**src/common/memsys_defines.svh**
```systemverilog
// Data word width, data memory depth and word index width macros
`ifndef MEMSYS_DEFINES_SVH
`define MEMSYS_DEFINES_SVH

// Width of a data word and of the data bus
`define XLEN 32

// Number of words in the data memory
`define DMEM_DEPTH 256

// Word index width, log2 of the memory depth
`define DMEM_AW 8

// Byte lanes in one data word
`define XLEN_BYTES (`XLEN / 8)

`endif

```
**src/common/dbus_if.sv**
```systemverilog
// Data bus interface with master and slave modports
`include "memsys_defines.svh"

interface dbus_if ();

    // Byte address, low two bits select the lane
    logic [`XLEN-1:0]       addr;
    // Store data already placed on its lanes
    logic [`XLEN-1:0]       w_data;
    logic [`XLEN_BYTES-1:0] byte_en;
    // Request levels, held until ack
    logic                   ld_req;
    logic                   st_req;
    // Slave response, ack is a single-cycle pulse
    logic [`XLEN-1:0]       r_data;
    logic                   ack;

    // Requesting side
    modport master (
        output addr, w_data, byte_en, ld_req, st_req,
        input  r_data, ack
    );

    // Responding side
    modport slave (
        input  addr, w_data, byte_en, ld_req, st_req,
        output r_data, ack
    );

endinterface : dbus_if

```
**src/rtl/dbus_arbiter.sv**
```systemverilog
// Two-master data bus arbiter with AMO priority and AMO lock
module dbus_arbiter (
    input  logic   clk,
    input  logic   rst_n_i,
    dbus_if.slave  lsu_bus,
    dbus_if.slave  amo_bus,
    dbus_if.master mem_bus
);

    logic amo_req;
    logic lock_q;
    logic grant_amo;

    assign amo_req = amo_bus.ld_req | amo_bus.st_req;

    // AMO unit owns the bus while it requests or holds the lock
    assign grant_amo = amo_req | lock_q;

    // Lock spans the read and write, released on the write ack
    always_ff @(posedge clk) begin
        if (!rst_n_i) begin
            lock_q <= 1'b0;
        end else if (lock_q && amo_bus.st_req && mem_bus.ack) begin
            lock_q <= 1'b0;
        end else if (amo_req) begin
            lock_q <= 1'b1;
        end
    end

    // Request fields from the granted master
    assign mem_bus.addr    = grant_amo ? amo_bus.addr    : lsu_bus.addr;
    assign mem_bus.w_data  = grant_amo ? amo_bus.w_data  : lsu_bus.w_data;
    assign mem_bus.byte_en = grant_amo ? amo_bus.byte_en : lsu_bus.byte_en;
    assign mem_bus.ld_req  = grant_amo ? amo_bus.ld_req  : lsu_bus.ld_req;
    assign mem_bus.st_req  = grant_amo ? amo_bus.st_req  : lsu_bus.st_req;

    // Read data is shared, ack only to the owner
    assign lsu_bus.r_data = mem_bus.r_data;
    assign amo_bus.r_data = mem_bus.r_data;
    assign lsu_bus.ack    = mem_bus.ack & ~grant_amo;
    assign amo_bus.ack    = mem_bus.ack & grant_amo;

endmodule : dbus_arbiter

```
**src/flat_wrapper.sv**
```systemverilog
// flat-port wrapper written by rule: the top's interface ports become plain ports
module dbus_arbiter_flat 
  (clk, rst_n_i, lsu_bus_addr, lsu_bus_w_data, lsu_bus_byte_en, lsu_bus_ld_req, lsu_bus_st_req, lsu_bus_r_data, lsu_bus_ack, amo_bus_addr, amo_bus_w_data, amo_bus_byte_en, amo_bus_ld_req, amo_bus_st_req, amo_bus_r_data, amo_bus_ack, mem_bus_addr, mem_bus_w_data, mem_bus_byte_en, mem_bus_ld_req, mem_bus_st_req, mem_bus_r_data, mem_bus_ack);
  dbus_if lsu_bus_i ();
  dbus_if amo_bus_i ();
  dbus_if mem_bus_i ();
  input  logic clk;
  input  logic rst_n_i;
  input wire logic [$bits(lsu_bus_i.addr)-1:0] lsu_bus_addr;
  input wire logic [$bits(lsu_bus_i.w_data)-1:0] lsu_bus_w_data;
  input wire logic [$bits(lsu_bus_i.byte_en)-1:0] lsu_bus_byte_en;
  input wire logic [$bits(lsu_bus_i.ld_req)-1:0] lsu_bus_ld_req;
  input wire logic [$bits(lsu_bus_i.st_req)-1:0] lsu_bus_st_req;
  output wire logic [$bits(lsu_bus_i.r_data)-1:0] lsu_bus_r_data;
  output wire logic [$bits(lsu_bus_i.ack)-1:0] lsu_bus_ack;
  input wire logic [$bits(amo_bus_i.addr)-1:0] amo_bus_addr;
  input wire logic [$bits(amo_bus_i.w_data)-1:0] amo_bus_w_data;
  input wire logic [$bits(amo_bus_i.byte_en)-1:0] amo_bus_byte_en;
  input wire logic [$bits(amo_bus_i.ld_req)-1:0] amo_bus_ld_req;
  input wire logic [$bits(amo_bus_i.st_req)-1:0] amo_bus_st_req;
  output wire logic [$bits(amo_bus_i.r_data)-1:0] amo_bus_r_data;
  output wire logic [$bits(amo_bus_i.ack)-1:0] amo_bus_ack;
  output wire logic [$bits(mem_bus_i.addr)-1:0] mem_bus_addr;
  output wire logic [$bits(mem_bus_i.w_data)-1:0] mem_bus_w_data;
  output wire logic [$bits(mem_bus_i.byte_en)-1:0] mem_bus_byte_en;
  output wire logic [$bits(mem_bus_i.ld_req)-1:0] mem_bus_ld_req;
  output wire logic [$bits(mem_bus_i.st_req)-1:0] mem_bus_st_req;
  input wire logic [$bits(mem_bus_i.r_data)-1:0] mem_bus_r_data;
  input wire logic [$bits(mem_bus_i.ack)-1:0] mem_bus_ack;
  assign lsu_bus_i.addr = lsu_bus_addr;
  assign lsu_bus_i.w_data = lsu_bus_w_data;
  assign lsu_bus_i.byte_en = lsu_bus_byte_en;
  assign lsu_bus_i.ld_req = lsu_bus_ld_req;
  assign lsu_bus_i.st_req = lsu_bus_st_req;
  assign lsu_bus_r_data = lsu_bus_i.r_data;
  assign lsu_bus_ack = lsu_bus_i.ack;
  assign amo_bus_i.addr = amo_bus_addr;
  assign amo_bus_i.w_data = amo_bus_w_data;
  assign amo_bus_i.byte_en = amo_bus_byte_en;
  assign amo_bus_i.ld_req = amo_bus_ld_req;
  assign amo_bus_i.st_req = amo_bus_st_req;
  assign amo_bus_r_data = amo_bus_i.r_data;
  assign amo_bus_ack = amo_bus_i.ack;
  assign mem_bus_addr = mem_bus_i.addr;
  assign mem_bus_w_data = mem_bus_i.w_data;
  assign mem_bus_byte_en = mem_bus_i.byte_en;
  assign mem_bus_ld_req = mem_bus_i.ld_req;
  assign mem_bus_st_req = mem_bus_i.st_req;
  assign mem_bus_i.r_data = mem_bus_r_data;
  assign mem_bus_i.ack = mem_bus_ack;
  dbus_arbiter u_core (.clk(clk), .rst_n_i(rst_n_i), .lsu_bus(lsu_bus_i), .amo_bus(amo_bus_i), .mem_bus(mem_bus_i));
endmodule
```
**config.mk**
```make
export PLATFORM = sky130hd
export DESIGN_NAME = dbus_arbiter_flat
export DESIGN_NICKNAME = d
export VERILOG_FILES = /design/src/common/dbus_if.sv /design/src/rtl/dbus_arbiter.sv /design/src/flat_wrapper.sv
export VERILOG_INCLUDE_DIRS = /design/src /design/src/common
export SDC_FILE = /design/constraint.sdc
export NUM_CORES = 1
export LEC_CHECK = 0
export BUFFER_PORTS_ARGS = -buffer_cell sky130_fd_sc_hd__buf_2
export CORE_AREA = 8 8 114 116
export DETAILED_ROUTE_END_ITERATION = 8
export DIE_AREA = 0 0 122 124
export SLEW_MARGIN = 10
export SYNTH_ARGS = -nofsm -noshare
export SYNTH_HDL_FRONTEND = slang
export SYNTH_SLANG_ARGS = --single-unit
```
**constraint.sdc**
```tcl
create_clock -name clk -period 3.3 [get_ports clk]
set_input_delay 0.66 -clock clk [delete_from_list [all_inputs] [get_ports clk]]
set_output_delay 0.66 -clock clk [all_outputs]
set_load 0.02 [all_outputs]
```
==> metrics.yaml <==
pwr:
  power_density_nw_per_um2: 167
  vdd_drop_max_mv: 0.0615
  leakagePower_uw: 0.00114
timing:
  max_slew_margin_pct: 75.7
  finalCriticalPeriod_ns: 2.60
  finalHoldViolations: 0
  worst_slew_pin_slew_ns: 0.364
  finalCritPeriodShare_pct: 78.7
  setup_violations: 0
  setup_tns_ns: 0
  finClkSkew_ns: 0
  fmax_mhz: 385
  setup_ws_ns: 0.704
  rsz0062_at_grt: "no"
  maxSlewViolCount: 0
critical_path:
  reg2reg_slack_ns: 2.16
  crit_cells: 5
  start_kind: "primary input"
  critPathMaxStageDelay_ns: 0.40
  worst-path-buf-inv: 3
  cp_cell_sequence: "buf_2 > nor3_4 > buf_12 > mux2_2 > buf_2"
  cpMostUsedCell: "buf_2"
  critical-path-top-delay-family: "buffers and inverters"
  cpMaxStageDelayCell: "mux2_2"
  crit_type: "primary input to output pin"
  crit_fanout: 71
  critical_path_arrival_ns: 1.94
  critPathRequiredTime_ns: 2.64
  r2r_cells: 3
  endpoint_kind: "output pin"
place:
  hpwl_um: 6530
  dpl.cell_count: 436
  gp_congestion: 0.751
  pre_cts_ws_ns: 0.683
  io_buffers: 214
layout:
  finalNetCount: 470
  drive_above_1_share_pct: 94.9
  nFillCells: 1274
  reg.largest.list: "u_core.lock_q (1)"
  area_growth_pct: 50.4
  largest_reg_flops: 1
  diodes: 0
  register_area_um2: 20.0
  final_util_pct: 19.0
  regMostFlops: "u_core.lock_q"
  final_cell_count_no_fill: 436
  multiInputGateArea_um2: 826
yosys:
  syn_inst: 149
  synth_nets: 324
  synth_area_leaders: "mux2_2 (50%), buf_4 (34%), buf_6 (5.6%), mux2_1 (4.8%), dfxtp_1 (1.4%)"
  ys_types: 12
  yosys_warnings: 0
  syn_area_um2: 1410
  synth_top_area_cell: "mux2_2"
  ys_ff_latch: 1
  synth_area_per_cell_um2: 9.46
  ys_seq_area_share_pct: 1.42
  synth.top_cell.area_share_pct: 49.6
detailed_routing:
  ant_nets: 0
  drt_first_iter_violations: 10
  wl_per_cell_um: 16.4
  drt_wl_total_um: 7140
  wl_met3_um: 1410
  drc_errors: 0
  drt_first_pass_iters: 2
  dr_wl_met2_um: 3690
  vias: 1559
  wl_met1_um: 2030
  viasPerCell: 3.58
  top_layer_used: "met4"
global_routing:
  track_usage_pct: 7.82
  grt_overflow_total: 0
  grt_start_max_net_pins: 72
  grt_pass1_wl_um: 9590
  grt_pass1_vias: 1688
  antenna_found_initial: 0
floorplan:
  die_w_um: 122
  die_h_um: 124
  die_area_um2: 15100
  start_util_pct: 12.6
  core_area_um2: 11200
  ioPinCount: 311
  rows: 39
flow_run:
  drv_cap: 0
clock_tree:
  cts_setup_buffers: 0
  ctsHoldBuffers: 0
  clkSlewWorstSetupHoldPaths_ns: 0
  cts_resized: 0
  insertion_delay_ns: 0
min_path:
  hold_depth: 1
  hold_path_class: "register to register"
run_status:
  status: "finished clean"
cells in the mapped netlist:
cell / number
nor2_1: 2
buf_4: 64
dfxtp_1: 1
nor2b_1: 1
buf_6: 7
a311oi_1: 1
and2_1: 1
inv_1: 1
mux2_1: 6
nor3_4: 1
mux2_2: 62
a21o_1: 2
worst reg2reg max path, stage by stage, from the launching register on:
cell and delay, ns:
dfxtp_1 0.33, nor3_4 0.23, buf_12 0.34, a311oi_1 0.10
through the flow:
step / cell area, um^2 / hold slack, ns / total power, uW
global placement: 2120 / 0.572 / 357
floorplan: 1410 / 0.527 / 320
finish: 2120 / 0.581 / 354
detailed placement: 2120 / 0.568 / 358
global route: 2120 / 0.597 / 379
CTS: 2120 / 0.574 / 360
cell usage in the layout (no fill, tap or decap), drive strengths merged:
| cell type | count |
|---|---|
| inv | 1 |
| buf | 215 |
| nor3 | 1 |
| nor2b | 1 |
| a311oi | 1 |
| mux2 | 68 |
| a21o | 2 |
| nor2 | 2 |
| dfxtp | 1 |
| and2 | 1 |
routing by layer:
layer,vias up,GRT usage (%)
li1,739,-
met1,639,6.96
met2,176,15.3
met3,5,4.85
met4,0,0.231
met5,-,0
final cells by class:
type | instances | share of cell area (%)
repair buffers | 215 | 51.5
flip-flops and latches | 1 | 0.945
inverters | 1 | 0.177
well taps | 143 | 8.44
multi-input cells | 76 | 39.0
path summary, 6_finish.rpt:
| kind | from | to |
|---|---|---|
| max | amo_bus_st_req | mem_bus_addr[31] |
| min | u_core.lock_q | u_core.lock_q |
| max reg2reg | u_core.lock_q | u_core.lock_q |
| min reg2reg | u_core.lock_q | u_core.lock_q |
power by group:
part           internal, uW  switching, uW
clock network             0              0
registers              13.4           1.53
logic                   165            174
total                   179            176
cells by family (layout without fill, tap and decap cells):
| logic type | Yosys count | after routing | share of synthesized area (%) |
|---|---|---|---|
| flops | 1 | 1 | 1.42 |
| compound gates | 3 | 3 | 1.69 |
| buf+inv | 72 | 216 | 40.0 |
| mux | 68 | 68 | 54.4 |
| simple gates | 5 | 5 | 2.58 |
Note: power is estimated with default switching activity, not from simulation.
