## src/common/memsys_defines.svh

```systemverilog
// Data word width, data memory depth and word index width macros
`ifndef MEMSYS_DEFINES_SVH
`define MEMSYS_DEFINES_SVH

// Width of a data word and of the data bus
`define XLEN 32

// Number of words in the data memory
`define DMEM_DEPTH 256

// Word index width, log2 of the memory depth
`define DMEM_AW 8

// Byte lanes in one data word
`define XLEN_BYTES (`XLEN / 8)

`endif

```

## src/common/memsys_pkg.sv

```systemverilog
// Package with the load, store and AMO operation enums and the AMO FSM state enum
package memsys_pkg;

    // Load operations from the execute stage
    typedef enum logic [2:0] {
        LD_OPS_NONE = 3'd0,
        LD_OPS_LB   = 3'd1,
        LD_OPS_LBU  = 3'd2,
        LD_OPS_LH   = 3'd3,
        LD_OPS_LHU  = 3'd4,
        LD_OPS_LW   = 3'd5
    } type_ld_ops_e;

    // Store operations, size only
    typedef enum logic [1:0] {
        ST_OPS_NONE = 2'd0,
        ST_OPS_SB   = 2'd1,
        ST_OPS_SH   = 2'd2,
        ST_OPS_SW   = 2'd3
    } type_st_ops_e;

    // Atomic memory operations
    typedef enum logic [3:0] {
        AMO_OPS_NONE = 4'd0,
        AMO_OPS_SWAP = 4'd1,
        AMO_OPS_ADD  = 4'd2,
        AMO_OPS_AND  = 4'd3,
        AMO_OPS_OR   = 4'd4,
        AMO_OPS_XOR  = 4'd5,
        // Min/max forms, signed first then unsigned
        AMO_OPS_MIN  = 4'd6,
        AMO_OPS_MAX  = 4'd7,
        AMO_OPS_MINU = 4'd8,
        AMO_OPS_MAXU = 4'd9
    } type_amo_ops_e;

    // Read-modify-write sequence of the AMO unit
    typedef enum logic [1:0] {
        AMO_IDLE  = 2'd0,
        AMO_READ  = 2'd1,
        AMO_WRITE = 2'd2,
        AMO_DONE  = 2'd3
    } type_amo_state_e;

endpackage : memsys_pkg

```

## src/common/dbus_if.sv

```systemverilog
// Data bus interface with master and slave modports
`include "memsys_defines.svh"

interface dbus_if ();

    // Byte address, low two bits select the lane
    logic [`XLEN-1:0]       addr;
    // Store data already placed on its lanes
    logic [`XLEN-1:0]       w_data;
    logic [`XLEN_BYTES-1:0] byte_en;
    // Request levels, held until ack
    logic                   ld_req;
    logic                   st_req;
    // Slave response, ack is a single-cycle pulse
    logic [`XLEN-1:0]       r_data;
    logic                   ack;

    // Requesting side
    modport master (
        output addr, w_data, byte_en, ld_req, st_req,
        input  r_data, ack
    );

    // Responding side
    modport slave (
        input  addr, w_data, byte_en, ld_req, st_req,
        output r_data, ack
    );

endinterface : dbus_if

```

## src/common/amo_if.sv

```systemverilog
// Interface between the load/store unit and the AMO unit with modports
`include "memsys_defines.svh"

interface amo_if import memsys_pkg::*; ();

    // Start level, held with its fields until done
    logic             start;
    type_amo_ops_e    amo_ops;
    logic [`XLEN-1:0] addr;
    logic [`XLEN-1:0] rs2_data;
    // One-cycle completion pulse, result is the old memory word
    logic             done;
    logic [`XLEN-1:0] result;

    // Load/store unit side
    modport lsu (
        output start, amo_ops, addr, rs2_data,
        input  done, result
    );

    // AMO unit side
    modport amo (
        input  start, amo_ops, addr, rs2_data,
        output done, result
    );

endinterface : amo_if

```

## src/lsu/amo_unit.sv

```systemverilog
// AMO unit with a read-modify-write FSM and the AMO arithmetic
`include "memsys_defines.svh"

module amo_unit
    import memsys_pkg::*;
(
    input  logic   clk,
    input  logic   rst_n_i,
    amo_if.amo     amo,
    dbus_if.master dbus
);

    type_amo_state_e  state_q;
    type_amo_state_e  state_d;
    logic [`XLEN-1:0] old_q;
    logic [`XLEN-1:0] new_val;

    // New word from the old memory value and rs2
    always_comb begin
        case (amo.amo_ops)
            AMO_OPS_SWAP: new_val = amo.rs2_data;
            AMO_OPS_ADD:  new_val = old_q + amo.rs2_data;
            AMO_OPS_AND:  new_val = old_q & amo.rs2_data;
            AMO_OPS_OR:   new_val = old_q | amo.rs2_data;
            AMO_OPS_XOR:  new_val = old_q ^ amo.rs2_data;
            // Signed compare for min/max
            AMO_OPS_MIN:  new_val = ($signed(old_q) < $signed(amo.rs2_data)) ? old_q : amo.rs2_data;
            AMO_OPS_MAX:  new_val = ($signed(old_q) > $signed(amo.rs2_data)) ? old_q : amo.rs2_data;
            AMO_OPS_MINU: new_val = (old_q < amo.rs2_data) ? old_q : amo.rs2_data;
            AMO_OPS_MAXU: new_val = (old_q > amo.rs2_data) ? old_q : amo.rs2_data;
            default:      new_val = old_q;
        endcase
    end

    // Next state
    always_comb begin
        state_d = state_q;
        case (state_q)
            AMO_IDLE:  if (amo.start) state_d = AMO_READ;
            AMO_READ:  if (dbus.ack) state_d = AMO_WRITE;
            AMO_WRITE: if (dbus.ack) state_d = AMO_DONE;
            default:   state_d = AMO_IDLE;
        endcase
    end

    always_ff @(posedge clk) begin
        if (!rst_n_i) begin
            state_q <= AMO_IDLE;
        end else begin
            state_q <= state_d;
        end
        // Old word captured on the read ack
        if (state_q == AMO_READ && dbus.ack) begin
            old_q <= dbus.r_data;
        end
    end

    // Read launches in the start cycle and stays up through READ
    assign dbus.ld_req  = (state_q == AMO_READ) | ((state_q == AMO_IDLE) & amo.start);
    assign dbus.st_req  = (state_q == AMO_WRITE);
    assign dbus.addr    = amo.addr;
    assign dbus.w_data  = new_val;
    assign dbus.byte_en = 4'b1111;

    // Old value goes back as the write-back result
    assign amo.done   = (state_q == AMO_DONE);
    assign amo.result = old_q;

endmodule : amo_unit

```

## src/flat_wrapper.sv

```systemverilog
// flat-port wrapper written by rule: the top's interface ports become plain ports
module amo_unit_flat import memsys_pkg::*;
  (clk, rst_n_i, amo_start, amo_amo_ops, amo_addr, amo_rs2_data, amo_done, amo_result, dbus_addr, dbus_w_data, dbus_byte_en, dbus_ld_req, dbus_st_req, dbus_r_data, dbus_ack);
  amo_if amo_i ();
  dbus_if dbus_i ();
  input  logic clk;
  input  logic rst_n_i;
  input wire logic [$bits(amo_i.start)-1:0] amo_start;
  input wire logic [$bits(amo_i.amo_ops)-1:0] amo_amo_ops;
  input wire logic [$bits(amo_i.addr)-1:0] amo_addr;
  input wire logic [$bits(amo_i.rs2_data)-1:0] amo_rs2_data;
  output wire logic [$bits(amo_i.done)-1:0] amo_done;
  output wire logic [$bits(amo_i.result)-1:0] amo_result;
  output wire logic [$bits(dbus_i.addr)-1:0] dbus_addr;
  output wire logic [$bits(dbus_i.w_data)-1:0] dbus_w_data;
  output wire logic [$bits(dbus_i.byte_en)-1:0] dbus_byte_en;
  output wire logic [$bits(dbus_i.ld_req)-1:0] dbus_ld_req;
  output wire logic [$bits(dbus_i.st_req)-1:0] dbus_st_req;
  input wire logic [$bits(dbus_i.r_data)-1:0] dbus_r_data;
  input wire logic [$bits(dbus_i.ack)-1:0] dbus_ack;
  assign amo_i.start = amo_start;
  assign amo_i.amo_ops = amo_amo_ops;
  assign amo_i.addr = amo_addr;
  assign amo_i.rs2_data = amo_rs2_data;
  assign amo_done = amo_i.done;
  assign amo_result = amo_i.result;
  assign dbus_addr = dbus_i.addr;
  assign dbus_w_data = dbus_i.w_data;
  assign dbus_byte_en = dbus_i.byte_en;
  assign dbus_ld_req = dbus_i.ld_req;
  assign dbus_st_req = dbus_i.st_req;
  assign dbus_i.r_data = dbus_r_data;
  assign dbus_i.ack = dbus_ack;
  amo_unit u_core (.clk(clk), .rst_n_i(rst_n_i), .amo(amo_i), .dbus(dbus_i));
endmodule
```

## config.mk

```make
export PLATFORM = sky130hd
export DESIGN_NAME = amo_unit_flat
export DESIGN_NICKNAME = d
export VERILOG_FILES = /design/src/common/memsys_pkg.sv /design/src/common/dbus_if.sv /design/src/common/amo_if.sv /design/src/lsu/amo_unit.sv /design/src/flat_wrapper.sv
export VERILOG_INCLUDE_DIRS = /design/src /design/src/common
export SDC_FILE = /design/constraint.sdc
export NUM_CORES = 1
export LEC_CHECK = 0
export ABC_AREA = 1
export BUFFER_PORTS_ARGS = -buffer_cell sky130_fd_sc_hd__buf_4
export CAP_MARGIN = 20
export CORE_ASPECT_RATIO = 0.5
export CORE_MARGIN = 3
export CORE_UTILIZATION = 40
export CTS_BUF_LIST = sky130_fd_sc_hd__clkbuf_4
export CTS_CLUSTER_SIZE = 28
export DETAILED_ROUTE_END_ITERATION = 12
export GPL_TIMING_DRIVEN = 0
export HOLD_SLACK_MARGIN = 0.06
export PLACE_DENSITY = 0.71
export RECOVER_POWER = 50
export SKIP_LAST_GASP = 1
export SLEW_MARGIN = 40
export SYNTH_ARGS = -nofsm -noshare
export SYNTH_HDL_FRONTEND = slang
export SYNTH_SLANG_ARGS = --single-unit
```

## constraint.sdc

```tcl
create_clock -name clk -period 3.45 [get_ports clk]
set_input_delay 0.345 -clock clk [delete_from_list [all_inputs] [get_ports clk]]
set_output_delay 0.345 -clock clk [all_outputs]
set_load 0.01 [all_outputs]
```

==> run_results.csv <==
group,metric,value,unit
status,outcome,"finished, violations left",
status,violations,"setup timing",
detailed_routing,1st_iter_drt_viols,1708,
worst_hold_path,hold_class,"in -> reg",
sta,grt_setup_unrepaired,"true",
synth,synthXorXnorAreaFrac,0,
global_route,globalRouteTotalUtil,0.3963,
layout,area.growth.synth_to_final,44.25,%
synth,synth_top_family_by_area,"simple AND/OR/NAND/NOR gates",
pwr,net-switching-power,2.187,mW
die,x_dimension_of_the_die,210.4,um
detailed_routing,ant_nets,0,
pwr,power.leakage,5.815,nW
flow_run,cap_violations,0,
detailed_routing,wirelength,47640,um
synth,synth.cells.most_frequent,"358 x sky130_fd_sc_hd__nand2_1, 226 x sky130_fd_sc_hd__nand3_1, 196 x sky130_fd_sc_hd__nor2_1, 162 x sky130_fd_sc_hd__inv_1, 100 x sky130_fd_sc_hd__ha_1",
layout,stdcell_count,2007,
critical_path,r2r_start,"u_core.state_q[1]",
synth,synth_largest_type_area_fraction,0.1608,
layout,multiInputGateArea,6954,um^2
sta,holdWs,0.08662,ns
die,die_h,108.2,um
synth,synth_top_cells_by_area,"sky130_fd_sc_hd__nand2_1 16%, sky130_fd_sc_hd__ha_1 15%, sky130_fd_sc_hd__nand3_1 14%",
critical_path,worst_ep_required_time,3.11,ns
clock_tree,h_tree_depth,2,
critical_path,crit_chain,"inv_2, ha_4, inv_1, a21oi_1, o21ai_2, nor2_2, nand2_2, nand2_4, buf_6, nand3_4, nand2_8, buf_12, buf_12, nand3_1, nand3_1, nand2_1, nor2_2, nor2_1, buf_4",
worst_hold_path,worstHoldStart,"dbus_r_data[8]",
synth,synth-async-reset-ratio,0,
clock_tree,tritoncts,"done",
die,core_area,19950,um^2
die,floorplan.initialDensity,0.4189,
critical_path,rr_endpoint,"u_core.amo.result[27]",
layout,drive_above_1_share,0.2914,
sta,setup-violations-final,32,
sta,fmax,0.2716,GHz
critical_path,r2r_slack,1.59,ns
clock_tree,cts_root_buffer,"sky130_fd_sc_hd__clkbuf_4",
pwr,power.share.combinational,0.781,
detailed_routing,route.detailed.vias_per_inst,6.027,
critical_path,worstSetupStartpointType,"flop",
sta,finalHoldViolCount,0,
critical_path,worst_r2r_path_depth,5,
pwr,sequentialPowerShare,0.140,
detailed_routing,drcViolationCount,0,
sta,fin_max_slew_vios,0,
critical_path,arrival,3.34,ns
placement,pre_cts_slack,-0.4676,ns
pwr,power.density_cell_area,338.5,nW/um^2
sta,timing.max_slew.rel_slack,0.3387,
sta,worstMarginPinSlew,0.9920,ns
clock_tree,cts.sink_count,34,
global_route,first_global_vias,11310,
synth,synth-edff-count,32,
clock_tree,cts_buffer_depth,2,
synth,synth_simple_gate_area_share,0.4207,
synth,synth_area_per_cell,5.752,um^2
pwr,internal-power,1.893,mW
clock_tree,worstSkewPairLatency,0.48,ns
synth,synth-main-ff-cell,"sky130_fd_sc_hd__edfxtp_1",
sta,worst_clk_skew,0.05112,ns
die,boundaryPins,207,
critical_path,timing.critical_path.slowest_cell_delay,0.46,ns
clock_tree,cts_made_buffers,5,
critical_path,worst_path_dominant_cell_family,"simple AND/OR/NAND/NOR gates",
die,floorplan.rows,36,
sta,setup_ws,-0.2325,ns
placement,post-dp-hpwl,34200,um
placement,placed_cells_incl_taps,1893,
global_route,grt_first_pass_wirelength,67680,um
synth,yosysTopAreaCell,"sky130_fd_sc_hd__nand2_1",
pwr,max-vdd-ir-drop,0.0002861,V
synth,post-synth-top-count-cell,"sky130_fd_sc_hd__nand2_1",
synth,synthAdderAreaFrac,0.1521,
layout,nNetsFinal,1944,
layout,postLayoutCoreUtil,0.6042,
critical_path,worstSetupEndpointType,"primary output",
pwr,clockPowerShare,0.079,
layout,sequential_cell_area,1001,um^2
critical_path,worstPathMaxFanout,7,
die,design.die.area,22770,um^2
clock_tree,clock_edge_transition_at_the_registers_on_the_reported_setup_and_hold_paths,0.22,ns
detailed_routing,routedWlPerCell,23.74,um
global_route,grt_remaining_overflow,0,
detailed_routing,num_vias,12100,
synth,synth_compound_gate_area_share,0.1585,
layout,fillerInstances,1962,
global_route,grt_antenna_before_repair,0,
worst_hold_path,whs_path_depth,1,
global_route,pin_count_of_the_biggest_net_entering_global_routing,20,
placement,io_buffers,170,
synth,number_of_standard_cells_after_synthesis,1453,
critical_path,critical_path.slowest_cell,"sky130_fd_sc_hd__edfxtp_1",
synth,syn_area,8358,um^2
synth,seq_area_frac_synth,0.1198,
sta,min_period_over_period,1.067,
sta,period_needed,3.683,ns
critical_path,cp_num_buf_inv,6,
critical_path,critical_path_class,"reg -> out",
detailed_routing,detailedRoute.firstPassIterationCount,6,
synth,post_synth_num_cell_types,43,
placement,gp_routability_congestion,0.9969,
synth,post_synthesis_sequential_element_count,34,
synth,synthMuxAreaShare,0,
pwr,netSwitchingFraction,0.5361,
synth,yosysWarningCount,0,
worst_hold_path,hold_end,"u_core.amo.result[8]",
pwr,total_power,4.081,mW
[per-stage QoR]
stage                     setup TNS [ns]  instance area, um^2
final                             -4.991                12060
after detailed placement          -12.05                10010
after CTS                         -3.329                11510
after global routing              -8.087                12050
after global placement            -11.99                 9978
after floorplan                        0                 8369
[cell type report]
| cell class | instances | share of cell area |
|---|---|---|
| Clock buffer | 6 | 0.003736 |
| Inverter | 168 | 0.05459 |
| Multi-Input combinational cell | 1150 | 0.5768 |
| Buffer | 99 | 0.06974 |
| Sequential cell | 34 | 0.08302 |
| Clock inverter | 2 | 0.0007264 |
| Antenna cell | 1 | 0.0002076 |
| Timing Repair Buffer | 281 | 0.1836 |
| Tap cell | 266 | 0.02760 |
[power by group through the flow]
stage | combinational, mW | clock, mW | sequential [mW]
2_1_floorplan | 1.32 | 0 | 0.622
3_3_place_gp | 2.20 | 0 | 0.625
3_5_place_dp | 2.25 | 0 | 0.627
4_1_cts | 2.84 | 0.314 | 0.567
5_1_grt | 3.36 | 0.327 | 0.577
6_report | 3.19 | 0.322 | 0.571
[per-layer routing]
| layer | vias up | track usage | routed length (um) |
|---|---|---|---|
| met3 | 179 | 0.1183 | 6793 |
| li1 | 5388 | - | - |
| met1 | 5617 | 0.5403 | 19350 |
| met5 | - | 0 | 0 |
| met4 | 0 | 0.1475 | 1937 |
| met2 | 913 | 0.5926 | 19570 |
[cells in the final DEF (no fill, tap or decap), drive strengths merged, types with 5 or more instances in the layout]
master       Yosys  final
o21bai           5      5
o22ai           17     17
nand2          359    359
a21o             6      6
nand3          227    227
buf             68    275
nand4           24     24
clkbuf          36    104
a221oi          19     19
ha             100    100
o211ai          24     24
o21ai           56     56
a2111oi          6      6
nor3            13     13
inv            166    163
nor2           197    197
a21oi           67     67
dlygate4sd3      0      7
edfxtp          32     32
[registers in the layout, indices dropped and copies added, names as in the netlist]
register	flops
u_core.amo.result	32
u_core.state_q	2
[worst max-delay path by stage]
stage / startpoint / end / depth (start not counted)
floorplan: u_core.amo.result[26] / dbus_w_data[31] / 18
global placement: u_core.amo.result[31] / dbus_w_data[0] / 18
detailed placement: u_core.amo.result[31] / dbus_w_data[0] / 18
CTS: u_core.amo.result[19] / dbus_w_data[13] / 18
global route: u_core.amo.result[5] / dbus_w_data[26] / 21
finish: u_core.amo.result[15] / dbus_w_data[26] / 19
[cell families after synthesis]
logic type               Yosys count
AND/OR/NAND/NOR                  830
buffers and inverters            272
adder cells (fa/ha/maj)          101
flip-flops                        34
other                              1
AO/OA/AOI/OAI                    215
[timing repair]
| item | 4_1_cts | 5_1_grt |
|---|---|---|
| hold buffers | 7 | 0 |
| gates resized for setup | 187 | 147 |
| gates cloned | 4 | 3 |
| endpoints found under the setup margin | 32 | 32 |
| pin swaps | 42 | 82 |
| endpoints found under the hold margin | 7 | 0 |
| setup buffers | 83 | 17 |
(Power assumes the default switching activity.)
