**src/common/memsys_defines.svh**
```systemverilog
// Data word width, data memory depth and word index width macros
`ifndef MEMSYS_DEFINES_SVH
`define MEMSYS_DEFINES_SVH

// Width of a data word and of the data bus
`define XLEN 32

// Number of words in the data memory
`define DMEM_DEPTH 256

// Word index width, log2 of the memory depth
`define DMEM_AW 8

// Byte lanes in one data word
`define XLEN_BYTES (`XLEN / 8)

`endif

```
**src/common/memsys_pkg.sv**
```systemverilog
// Package with the load, store and AMO operation enums and the AMO FSM state enum
package memsys_pkg;

    // Load operations from the execute stage
    typedef enum logic [2:0] {
        LD_OPS_NONE = 3'd0,
        LD_OPS_LB   = 3'd1,
        LD_OPS_LBU  = 3'd2,
        LD_OPS_LH   = 3'd3,
        LD_OPS_LHU  = 3'd4,
        LD_OPS_LW   = 3'd5
    } type_ld_ops_e;

    // Store operations, size only
    typedef enum logic [1:0] {
        ST_OPS_NONE = 2'd0,
        ST_OPS_SB   = 2'd1,
        ST_OPS_SH   = 2'd2,
        ST_OPS_SW   = 2'd3
    } type_st_ops_e;

    // Atomic memory operations
    typedef enum logic [3:0] {
        AMO_OPS_NONE = 4'd0,
        AMO_OPS_SWAP = 4'd1,
        AMO_OPS_ADD  = 4'd2,
        AMO_OPS_AND  = 4'd3,
        AMO_OPS_OR   = 4'd4,
        AMO_OPS_XOR  = 4'd5,
        // Min/max forms, signed first then unsigned
        AMO_OPS_MIN  = 4'd6,
        AMO_OPS_MAX  = 4'd7,
        AMO_OPS_MINU = 4'd8,
        AMO_OPS_MAXU = 4'd9
    } type_amo_ops_e;

    // Read-modify-write sequence of the AMO unit
    typedef enum logic [1:0] {
        AMO_IDLE  = 2'd0,
        AMO_READ  = 2'd1,
        AMO_WRITE = 2'd2,
        AMO_DONE  = 2'd3
    } type_amo_state_e;

endpackage : memsys_pkg

```
**src/common/dbus_if.sv**
```systemverilog
// Data bus interface with master and slave modports
`include "memsys_defines.svh"

interface dbus_if ();

    // Byte address, low two bits select the lane
    logic [`XLEN-1:0]       addr;
    // Store data already placed on its lanes
    logic [`XLEN-1:0]       w_data;
    logic [`XLEN_BYTES-1:0] byte_en;
    // Request levels, held until ack
    logic                   ld_req;
    logic                   st_req;
    // Slave response, ack is a single-cycle pulse
    logic [`XLEN-1:0]       r_data;
    logic                   ack;

    // Requesting side
    modport master (
        output addr, w_data, byte_en, ld_req, st_req,
        input  r_data, ack
    );

    // Responding side
    modport slave (
        input  addr, w_data, byte_en, ld_req, st_req,
        output r_data, ack
    );

endinterface : dbus_if

```
**src/common/amo_if.sv**
```systemverilog
// Interface between the load/store unit and the AMO unit with modports
`include "memsys_defines.svh"

interface amo_if import memsys_pkg::*; ();

    // Start level, held with its fields until done
    logic             start;
    type_amo_ops_e    amo_ops;
    logic [`XLEN-1:0] addr;
    logic [`XLEN-1:0] rs2_data;
    // One-cycle completion pulse, result is the old memory word
    logic             done;
    logic [`XLEN-1:0] result;

    // Load/store unit side
    modport lsu (
        output start, amo_ops, addr, rs2_data,
        input  done, result
    );

    // AMO unit side
    modport amo (
        input  start, amo_ops, addr, rs2_data,
        output done, result
    );

endinterface : amo_if

```
**src/lsu/lsu.sv**
```systemverilog
// Load/store unit with decode, store lane steering, byte enables, load extension and result select
`include "memsys_defines.svh"

module lsu
    import memsys_pkg::*;
(
    input  logic             clk,
    input  logic             rst_n_i,
    input  type_ld_ops_e     ld_ops_i,
    input  type_st_ops_e     st_ops_i,
    input  type_amo_ops_e    amo_ops_i,
    input  logic [`XLEN-1:0] addr_i,
    input  logic [`XLEN-1:0] rs2_data_i,
    output logic             lsu_ack_o,
    output logic [`XLEN-1:0] wrb_data_o,
    dbus_if.master           dbus,
    amo_if.lsu               amo
);

    logic             is_amo;
    type_ld_ops_e     ld_ops_q;
    logic [1:0]       lane_q;
    logic [7:0]       rdata_byte;
    logic [15:0]      rdata_hword;
    logic [`XLEN-1:0] ld_data;

    // Any AMO opcode routes the instruction to the AMO unit
    assign is_amo = (amo_ops_i != AMO_OPS_NONE);

    // Plain loads and stores go straight onto the bus
    assign dbus.ld_req = (ld_ops_i != LD_OPS_NONE) & ~is_amo;
    assign dbus.st_req = (st_ops_i != ST_OPS_NONE) & ~is_amo;
    assign dbus.addr   = addr_i;

    // Byte enables from access size and low address bits
    always_comb begin
        case (st_ops_i)
            ST_OPS_SB: dbus.byte_en = 4'b0001 << addr_i[1:0];
            ST_OPS_SH: dbus.byte_en = addr_i[1] ? 4'b1100 : 4'b0011;
            ST_OPS_SW: dbus.byte_en = 4'b1111;
            default:   dbus.byte_en = 4'b0000;
        endcase
    end

    // Replicate store data so every enabled lane sees it
    always_comb begin
        case (st_ops_i)
            ST_OPS_SB: dbus.w_data = {4{rs2_data_i[7:0]}};
            ST_OPS_SH: dbus.w_data = {2{rs2_data_i[15:0]}};
            default:   dbus.w_data = rs2_data_i;
        endcase
    end

    // AMO request fields, held by the execute side until done
    assign amo.start    = is_amo;
    assign amo.amo_ops  = amo_ops_i;
    assign amo.addr     = addr_i;
    assign amo.rs2_data = rs2_data_i;

    // Access kind and lane travel with the registered memory read
    always_ff @(posedge clk) begin
        if (!rst_n_i) begin
            ld_ops_q <= LD_OPS_NONE;
        end else begin
            ld_ops_q <= is_amo ? LD_OPS_NONE : ld_ops_i;
        end
        lane_q <= addr_i[1:0];
    end

    // Pick the byte and halfword lanes out of the read word
    always_comb begin
        case (lane_q)
            2'b00:   rdata_byte = dbus.r_data[7:0];
            2'b01:   rdata_byte = dbus.r_data[15:8];
            2'b10:   rdata_byte = dbus.r_data[23:16];
            default: rdata_byte = dbus.r_data[31:24];
        endcase
        rdata_hword = lane_q[1] ? dbus.r_data[31:16] : dbus.r_data[15:0];
    end

    // Sign or zero extension, stores fall to zero
    always_comb begin
        case (ld_ops_q)
            LD_OPS_LB:  ld_data = {{24{rdata_byte[7]}}, rdata_byte};
            LD_OPS_LBU: ld_data = {24'b0, rdata_byte};
            LD_OPS_LH:  ld_data = {{16{rdata_hword[15]}}, rdata_hword};
            LD_OPS_LHU: ld_data = {16'b0, rdata_hword};
            LD_OPS_LW:  ld_data = dbus.r_data;
            default:    ld_data = '0;
        endcase
    end

    // AMO result wins while done pulses
    assign wrb_data_o = amo.done ? amo.result : (dbus.ack ? ld_data : '0);

    // Completion from the unit that owns the instruction
    assign lsu_ack_o = is_amo ? amo.done : dbus.ack;

endmodule : lsu

```
**src/flat_wrapper.sv**
```systemverilog
// flat-port wrapper written by rule: the top's interface ports become plain ports
module lsu_flat import memsys_pkg::*;
  (clk, rst_n_i, ld_ops_i, st_ops_i, amo_ops_i, addr_i, rs2_data_i, lsu_ack_o, wrb_data_o, dbus_addr, dbus_w_data, dbus_byte_en, dbus_ld_req, dbus_st_req, dbus_r_data, dbus_ack, amo_start, amo_amo_ops, amo_addr, amo_rs2_data, amo_done, amo_result);
  dbus_if dbus_i ();
  amo_if amo_i ();
  input  logic clk;
  input  logic rst_n_i;
  input  type_ld_ops_e ld_ops_i;
  input  type_st_ops_e st_ops_i;
  input  type_amo_ops_e amo_ops_i;
  input  logic [`XLEN-1:0] addr_i;
  input  logic [`XLEN-1:0] rs2_data_i;
  output logic lsu_ack_o;
  output logic [`XLEN-1:0] wrb_data_o;
  output wire logic [$bits(dbus_i.addr)-1:0] dbus_addr;
  output wire logic [$bits(dbus_i.w_data)-1:0] dbus_w_data;
  output wire logic [$bits(dbus_i.byte_en)-1:0] dbus_byte_en;
  output wire logic [$bits(dbus_i.ld_req)-1:0] dbus_ld_req;
  output wire logic [$bits(dbus_i.st_req)-1:0] dbus_st_req;
  input wire logic [$bits(dbus_i.r_data)-1:0] dbus_r_data;
  input wire logic [$bits(dbus_i.ack)-1:0] dbus_ack;
  output wire logic [$bits(amo_i.start)-1:0] amo_start;
  output wire logic [$bits(amo_i.amo_ops)-1:0] amo_amo_ops;
  output wire logic [$bits(amo_i.addr)-1:0] amo_addr;
  output wire logic [$bits(amo_i.rs2_data)-1:0] amo_rs2_data;
  input wire logic [$bits(amo_i.done)-1:0] amo_done;
  input wire logic [$bits(amo_i.result)-1:0] amo_result;
  assign dbus_addr = dbus_i.addr;
  assign dbus_w_data = dbus_i.w_data;
  assign dbus_byte_en = dbus_i.byte_en;
  assign dbus_ld_req = dbus_i.ld_req;
  assign dbus_st_req = dbus_i.st_req;
  assign dbus_i.r_data = dbus_r_data;
  assign dbus_i.ack = dbus_ack;
  assign amo_start = amo_i.start;
  assign amo_amo_ops = amo_i.amo_ops;
  assign amo_addr = amo_i.addr;
  assign amo_rs2_data = amo_i.rs2_data;
  assign amo_i.done = amo_done;
  assign amo_i.result = amo_result;
  lsu u_core (.clk(clk), .rst_n_i(rst_n_i), .ld_ops_i(ld_ops_i), .st_ops_i(st_ops_i), .amo_ops_i(amo_ops_i), .addr_i(addr_i), .rs2_data_i(rs2_data_i), .lsu_ack_o(lsu_ack_o), .wrb_data_o(wrb_data_o), .dbus(dbus_i), .amo(amo_i));
endmodule
```
**config.mk**
```make
export PLATFORM = sky130hd
export DESIGN_NAME = lsu_flat
export DESIGN_NICKNAME = d
export VERILOG_FILES = /design/src/common/memsys_pkg.sv /design/src/common/dbus_if.sv /design/src/common/amo_if.sv /design/src/lsu/lsu.sv /design/src/flat_wrapper.sv
export VERILOG_INCLUDE_DIRS = /design/src /design/src/common
export SDC_FILE = /design/constraint.sdc
export NUM_CORES = 1
export LEC_CHECK = 0
export ABC_AREA = 0
export BUFFER_PORTS_ARGS = -buffer_cell sky130_fd_sc_hd__clkbuf_2
export CAP_MARGIN = 30
export CORE_AREA = 2 2 123 125
export DETAILED_ROUTE_END_ITERATION = 8
export DIE_AREA = 0 0 125 127
export PLACE_DENSITY_LB_ADDON = 0.12
export SETUP_SLACK_MARGIN = 0.5
export SYNTH_ARGS = -nofsm -noshare
export SYNTH_HDL_FRONTEND = slang
export SYNTH_SLANG_ARGS = --single-unit
export TNS_END_PERCENT = 20
```
**constraint.sdc**
```tcl
create_clock -name clk -period 1.9 [get_ports clk]
set_clock_uncertainty 0.15 [all_clocks]
set_input_delay 0.095 -clock clk [delete_from_list [all_inputs] [get_ports clk]]
set_output_delay 0.095 -clock clk [all_outputs]
set_load 0.02 [all_outputs]
```
==> flow_summary.yaml, run 1 <==
floorplanning:
  die_h_um: 127
  die_area_sq_um: 15900
  core_area_sq_um: 14400
  initial_utilization: 0.196
  ios: 313
  row_count: 44
  die_w_um: 125
sta:
  whs_ps: 40.0
  slew_violations: 0
  finalSetupViolCount: 32
  fin_crit_sh: 1.17
  rsz0062_at_grt: "yes"
  post-route-min-period_ps: 2220
  finalHoldViolCount: 0
  fmax_ghz: 0.450
  worstMarginPinSlew_ps: 336
  max_slew_margin: 0.773
  fin_ws_ps: -320
yosys:
  yosys_warnings: 0
  ys.flop_type: "dfxtp_1"
  syn-cell-area_sq_um: 2830
  ys_seq_area_frac: 0.0353
  synth_cells: 382
  synth_edf_count: 0
  postSynthAreaPerCell_sq_um: 7.42
  synth_fp_nets: 527
  ys_async_sr_fraction: 0
  synth_cell_types: 46
  ys_ff_latch: 5
final_layout:
  diodes: 0
  final_common_cell: "clkbuf_2"
  fin_area_sq_um: 4200
  fillers: 1599
  postLayoutCoreUtil: 0.291
  area_delta_synth_final_pct: 48.1
  drive_gt1_frac: 0.607
  final_nets: 662
  most-common-layout-cells: "179 x clkbuf_2, 36 x buf_4, 27 x nand2_1"
clock_network:
  root_buffer: "clkbuf_16"
  cts_buffers: 3
  h-tree-depth: 1
  cts_tree: "done"
  cts.sinks: 5
  path_clk_slew_ps: 30
  clock_path_buffers: 2
place:
  portBuffers: 222
  dpl_worst_slack_ps: -155
  dp_hpwl_mm: 10.3
  gp_congestion: 0.769
  place_area_sq_um: 3580
routing:
  viasPerCell: 4.88
  first_iter_violations: 151
  vias: 3416
  drt_wl_total_mm: 12.8
  wl_per_cell_um: 18.3
  drc: 0
  ant_nets: 0
  drtPass1Iterations: 4
critical_path:
  worst-path-buf-inv: 1
  path_class: "reg2out"
  path_cells: "nor2b_1 > mux4_2 > o2111a_2 > a221o_1 > buf_6"
  cp_max_fo: 8
  critical_path_required_ps: 1650
  cp_slowest_cell: "mux4_2"
  endpoint_kind: "output pin"
  arrival_ps: 1970
  critPathLaunchType: "flip-flop"
  crit_family: "compound AO/OA/AOI/OAI gates"
  slowest_delay_ps: 510
pwr:
  power.total_uw: 1480
  cellPowerDensity_nw_per_um2: 353
  p_leak_uw: 0.00206
  ir_drop_mv: 0.178
global_route:
  grt_pass1_vias: 3436
  track_usage: 0.150
  grt_pass1_wl_mm: 19.4
  grt_max_degree: 28
  grt-ovfl-total: 0
  antenna_found_initial: 0
run_status:
  failed_checks: "negative setup slack"
  outcome: "finished, violations left"
hold_path:
  hold_class: "in2out"
job:
  maxCapViolCount: 0
registers in the layout (all words and copies together) (netlist names):
signal,flops
u_core.lane_q,2
u_core.ld_ops_q,3
cell type report:
type / count / area, sq um / share of cell area
Multi-Input combinational cell: 224 / 1950 / 0.465
Timing Repair Buffer: 267 / 1750 / 0.417
Tap cell: 184 / 230 / 0.0548
Sequential cell: 5 / 114 / 0.0271
Clock buffer: 4 / 78.8 / 0.0188
Inverter: 16 / 70.1 / 0.0167
worst paths after layout:
path / endpoint / cells after the start / slack (ps) / from
setup / recovery: wrb_data_o[21] / 5 / -320 / u_core.ld_ops_q[1]
hold / removal: amo_addr[4] / 0 / 40 / addr_i[4]
cell usage after synthesis (2+ instances only):
library cell | n | area, sq um
inv_1 | 14 | 52.6
nand2_1 | 27 | 101
o22ai_1 | 8 | 50.1
nor2b_1 | 5 | 31.3
a22o_1 | 23 | 201
a221o_1 | 16 | 160
nand3_1 | 7 | 35.0
o22a_1 | 7 | 61.3
a221oi_1 | 6 | 52.6
a211oi_1 | 2 | 15.0
mux4_2 | 9 | 203
o21ai_1 | 9 | 45.0
buf_2 | 7 | 35.0
dfxtp_1 | 5 | 100
o21ai_0 | 2 | 10.0
a22oi_1 | 16 | 120
nand2b_1 | 3 | 18.8
clkbuf_1 | 19 | 71.3
o2bb2ai_1 | 6 | 52.6
mux2i_1 | 15 | 150
a21oi_1 | 13 | 65.1
buf_1 | 2 | 7.51
nor2_1 | 17 | 63.8
and3_1 | 5 | 31.3
buf_4 | 109 | 818
o211ai_1 | 7 | 52.6
ha_1 | 4 | 50.1
cells by family (layout without fill, tap and decap cells):
kind of cell | Yosys count | count (layout) | synth area share
xor+xnor | 1 | 1 | 0.00309
simple gates | 73 | 73 | 0.125
flops | 5 | 5 | 0.0353
fa+ha+maj | 4 | 4 | 0.0177
compound gates | 121 | 122 | 0.340
buf+inv | 154 | 287 | 0.354
mux | 24 | 24 | 0.125
layer usage:
metal | vias up | part of all wire | track usage
met5 | - | 0 | 0
met4 | 0 | 0.0085 | 0.0327
met3 | 13 | 0.085 | 0.0310
met2 | 217 | 0.52 | 0.285
met1 | 1599 | 0.38 | 0.173
li1 | 1587 | - | -
metrics by stage:
stage          TNS [ps]  std cells
2_1_floorplan      -524        382
3_3_place_gp      -1870        685
3_5_place_dp      -2610        685
4_1_cts           -7760        699
5_1_grt           -9570        700
6_report          -7520        700
repair_timing:
item                                    4_1_cts  5_1_grt
endpoints found under the hold margin         5        0
pin swaps                                    10       11
hold buffers                                  6        0
resized for setup                            55       88
endpoints found under the setup margin       61       58
setup buffers                                 3        1
gates cloned                                  1        0
power breakdown:
group	switching, uW	internal (uW)
Sequential	3.92	106
Combinational	578	451
Clock	65.8	278
Total	647	834
Note: power is estimated with default switching activity, not from simulation.
==> run 2, diff against run 1 <==
==> constraint.sdc (replaced) <==
create_clock -name clk -period 2.8 [get_ports clk]
set_clock_uncertainty 0.15 [all_clocks]
set_input_delay 0.14 -clock clk [delete_from_list [all_inputs] [get_ports clk]]
set_output_delay 0.14 -clock clk [all_outputs]
set_load 0.02 [all_outputs]
==> flow_summary.yaml, run 2 (synthesis results as in run 1) <==
clock_network:
  clock_path_buffers: 2
  h-tree-depth: 1
  cts_buffers: 3
  cts.sinks: 5
  path_clk_slew_ps: 30
  root_buffer: "clkbuf_16"
  cts_tree: "done"
sta:
  finalHoldViolCount: 0
  rsz0062_at_grt: "yes"
  finalSetupViolCount: 0
  max_slew_margin: 0.537
  slew_violations: 0
  fin_crit_sh: 0.813
  worstMarginPinSlew_ps: 692
  finalSetupTns_ps: 0
  fmax_ghz: 0.440
  post-route-min-period_ps: 2280
floorplanning:
  initial_utilization: 0.196
  core_area_sq_um: 14400
  ios: 313
  die_area_sq_um: 15900
  die_h_um: 127
  die_w_um: 125
  row_count: 44
place:
  portBuffers: 222
  dp_hpwl_mm: 10.0
  gp_congestion: 0.785
pwr:
  power.total_uw: 919
  ir_drop_mv: 0.120
  p_leak_uw: 0.00183
  cellPowerDensity_nw_per_um2: 254
critical_path:
  arrival_ps: 1990
  slowest_delay_ps: 440
  cp_max_fo: 16
  worst-path-buf-inv: 2
  cp.depth: 6
  endpoint_kind: "output pin"
  critPathLaunchType: "flip-flop"
  path_class: "reg2out"
  cp_slowest_cell: "mux4_2"
  crit_family: "compound AO/OA/AOI/OAI gates"
  critical_path_required_ps: 2510
  path_cells: "nor2b_1 > mux4_2 > o2111a_2 > buf_12 > a221o_1 > clkbuf_2"
final_layout:
  most-common-layout-cells: "215 x clkbuf_2, 27 x nand2_1, 23 x a22o_1"
  largest_reg_flops: 3
  diodes: 0
  final_nets: 636
  regMostFlops: "u_core.ld_ops_q"
  final_common_cell: "clkbuf_2"
  drive_gt1_frac: 0.555
  fillers: 1628
  reg_top3: "u_core.ld_ops_q: 3 flops, u_core.lane_q: 2 flops"
  area_delta_synth_final_pct: 27.5
hold_path:
  worst_hold_startpoint: "ld_ops_i[0]"
  hold_end: "u_core.ld_ops_q[0]"
  min_path_cells: 2
  hold_class: "in2reg"
global_route:
  grt_pass1_vias: 3243
  grt-ovfl-total: 0
  track_usage: 0.141
  grt_max_degree: 35
  grt_pass1_wl_mm: 18.1
  antenna_found_initial: 1
routing:
  drt_wl_total_mm: 12.4
  vias: 3335
  ant_nets: 0
  drc: 0
  wl_per_cell_um: 18.3
  first_iter_violations: 156
  viasPerCell: 4.95
  drtPass1Iterations: 4
job:
  maxCapViolCount: 0
run_status:
  outcome: "finished clean"
[run 2: how the worst max path moves through the flow]
| stage | startpoint | to | slack (ps) |
|---|---|---|---|
| 6_report | u_core.ld_ops_q[1] | wrb_data_o[19] | 520 |
| 5_1_grt | u_core.ld_ops_q[1] | wrb_data_o[19] | 470 |
| 4_1_cts | u_core.ld_ops_q[2] | wrb_data_o[18] | 450 |
| 3_5_place_dp | u_core.lane_q[0] | wrb_data_o[12] | 360 |
| 3_3_place_gp | u_core.lane_q[0] | wrb_data_o[12] | 350 |
| 2_1_floorplan | u_core.lane_q[1] | wrb_data_o[21] | 750 |
[run 2: final cells by class]
| type | instances | area, sq um | share of cell area |
|---|---|---|---|
| Multi-Input combinational cell | 223 | 1790 | 0.496 |
| Timing Repair Buffer | 242 | 1340 | 0.370 |
| Clock buffer | 4 | 78.8 | 0.0218 |
| Inverter | 16 | 60.1 | 0.0166 |
| Tap cell | 184 | 230 | 0.0637 |
| Sequential cell | 5 | 115 | 0.0319 |
[run 2: timing repair]
action,in CTS,in global routing
hold endpoints to repair,2,0
hold buffers,2,0
resized for setup,19,20
setup endpoints to repair,32,32
pin swaps,1,1
setup buffers,1,2
[run 2: report_power, final]
part	internal, uW	switching, uW
clock network	188	42.6
registers	71.3	6.68
logic	244	366
[run 2: layer usage]
layer  global-route usage  share of wire  up-vias
met5                    0         0.0011        -
met4               0.0176         0.0050        2
met3               0.0406           0.10       12
met2                0.262           0.50      230
met1                0.166           0.39     1560
li1                     -              -     1531
[run 2: through the flow]
| stage | hold slack [ps] | cells | utilization | setup WS (ps) | cell area (sq um) |
|---|---|---|---|---|---|
| 2_1_floorplan | 17.7 | 382 | - | 745 | 2830 |
| 3_3_place_gp | 130 | 665 | 0.233 | 348 | 3360 |
| 3_5_place_dp | 130 | 665 | 0.233 | 359 | 3360 |
| 4_1_cts | 32.3 | 672 | 0.245 | 452 | 3530 |
| 5_1_grt | 36.6 | 674 | 0.250 | 469 | 3610 |
| 6_report | 29.2 | 674 | 0.250 | 525 | 3610 |
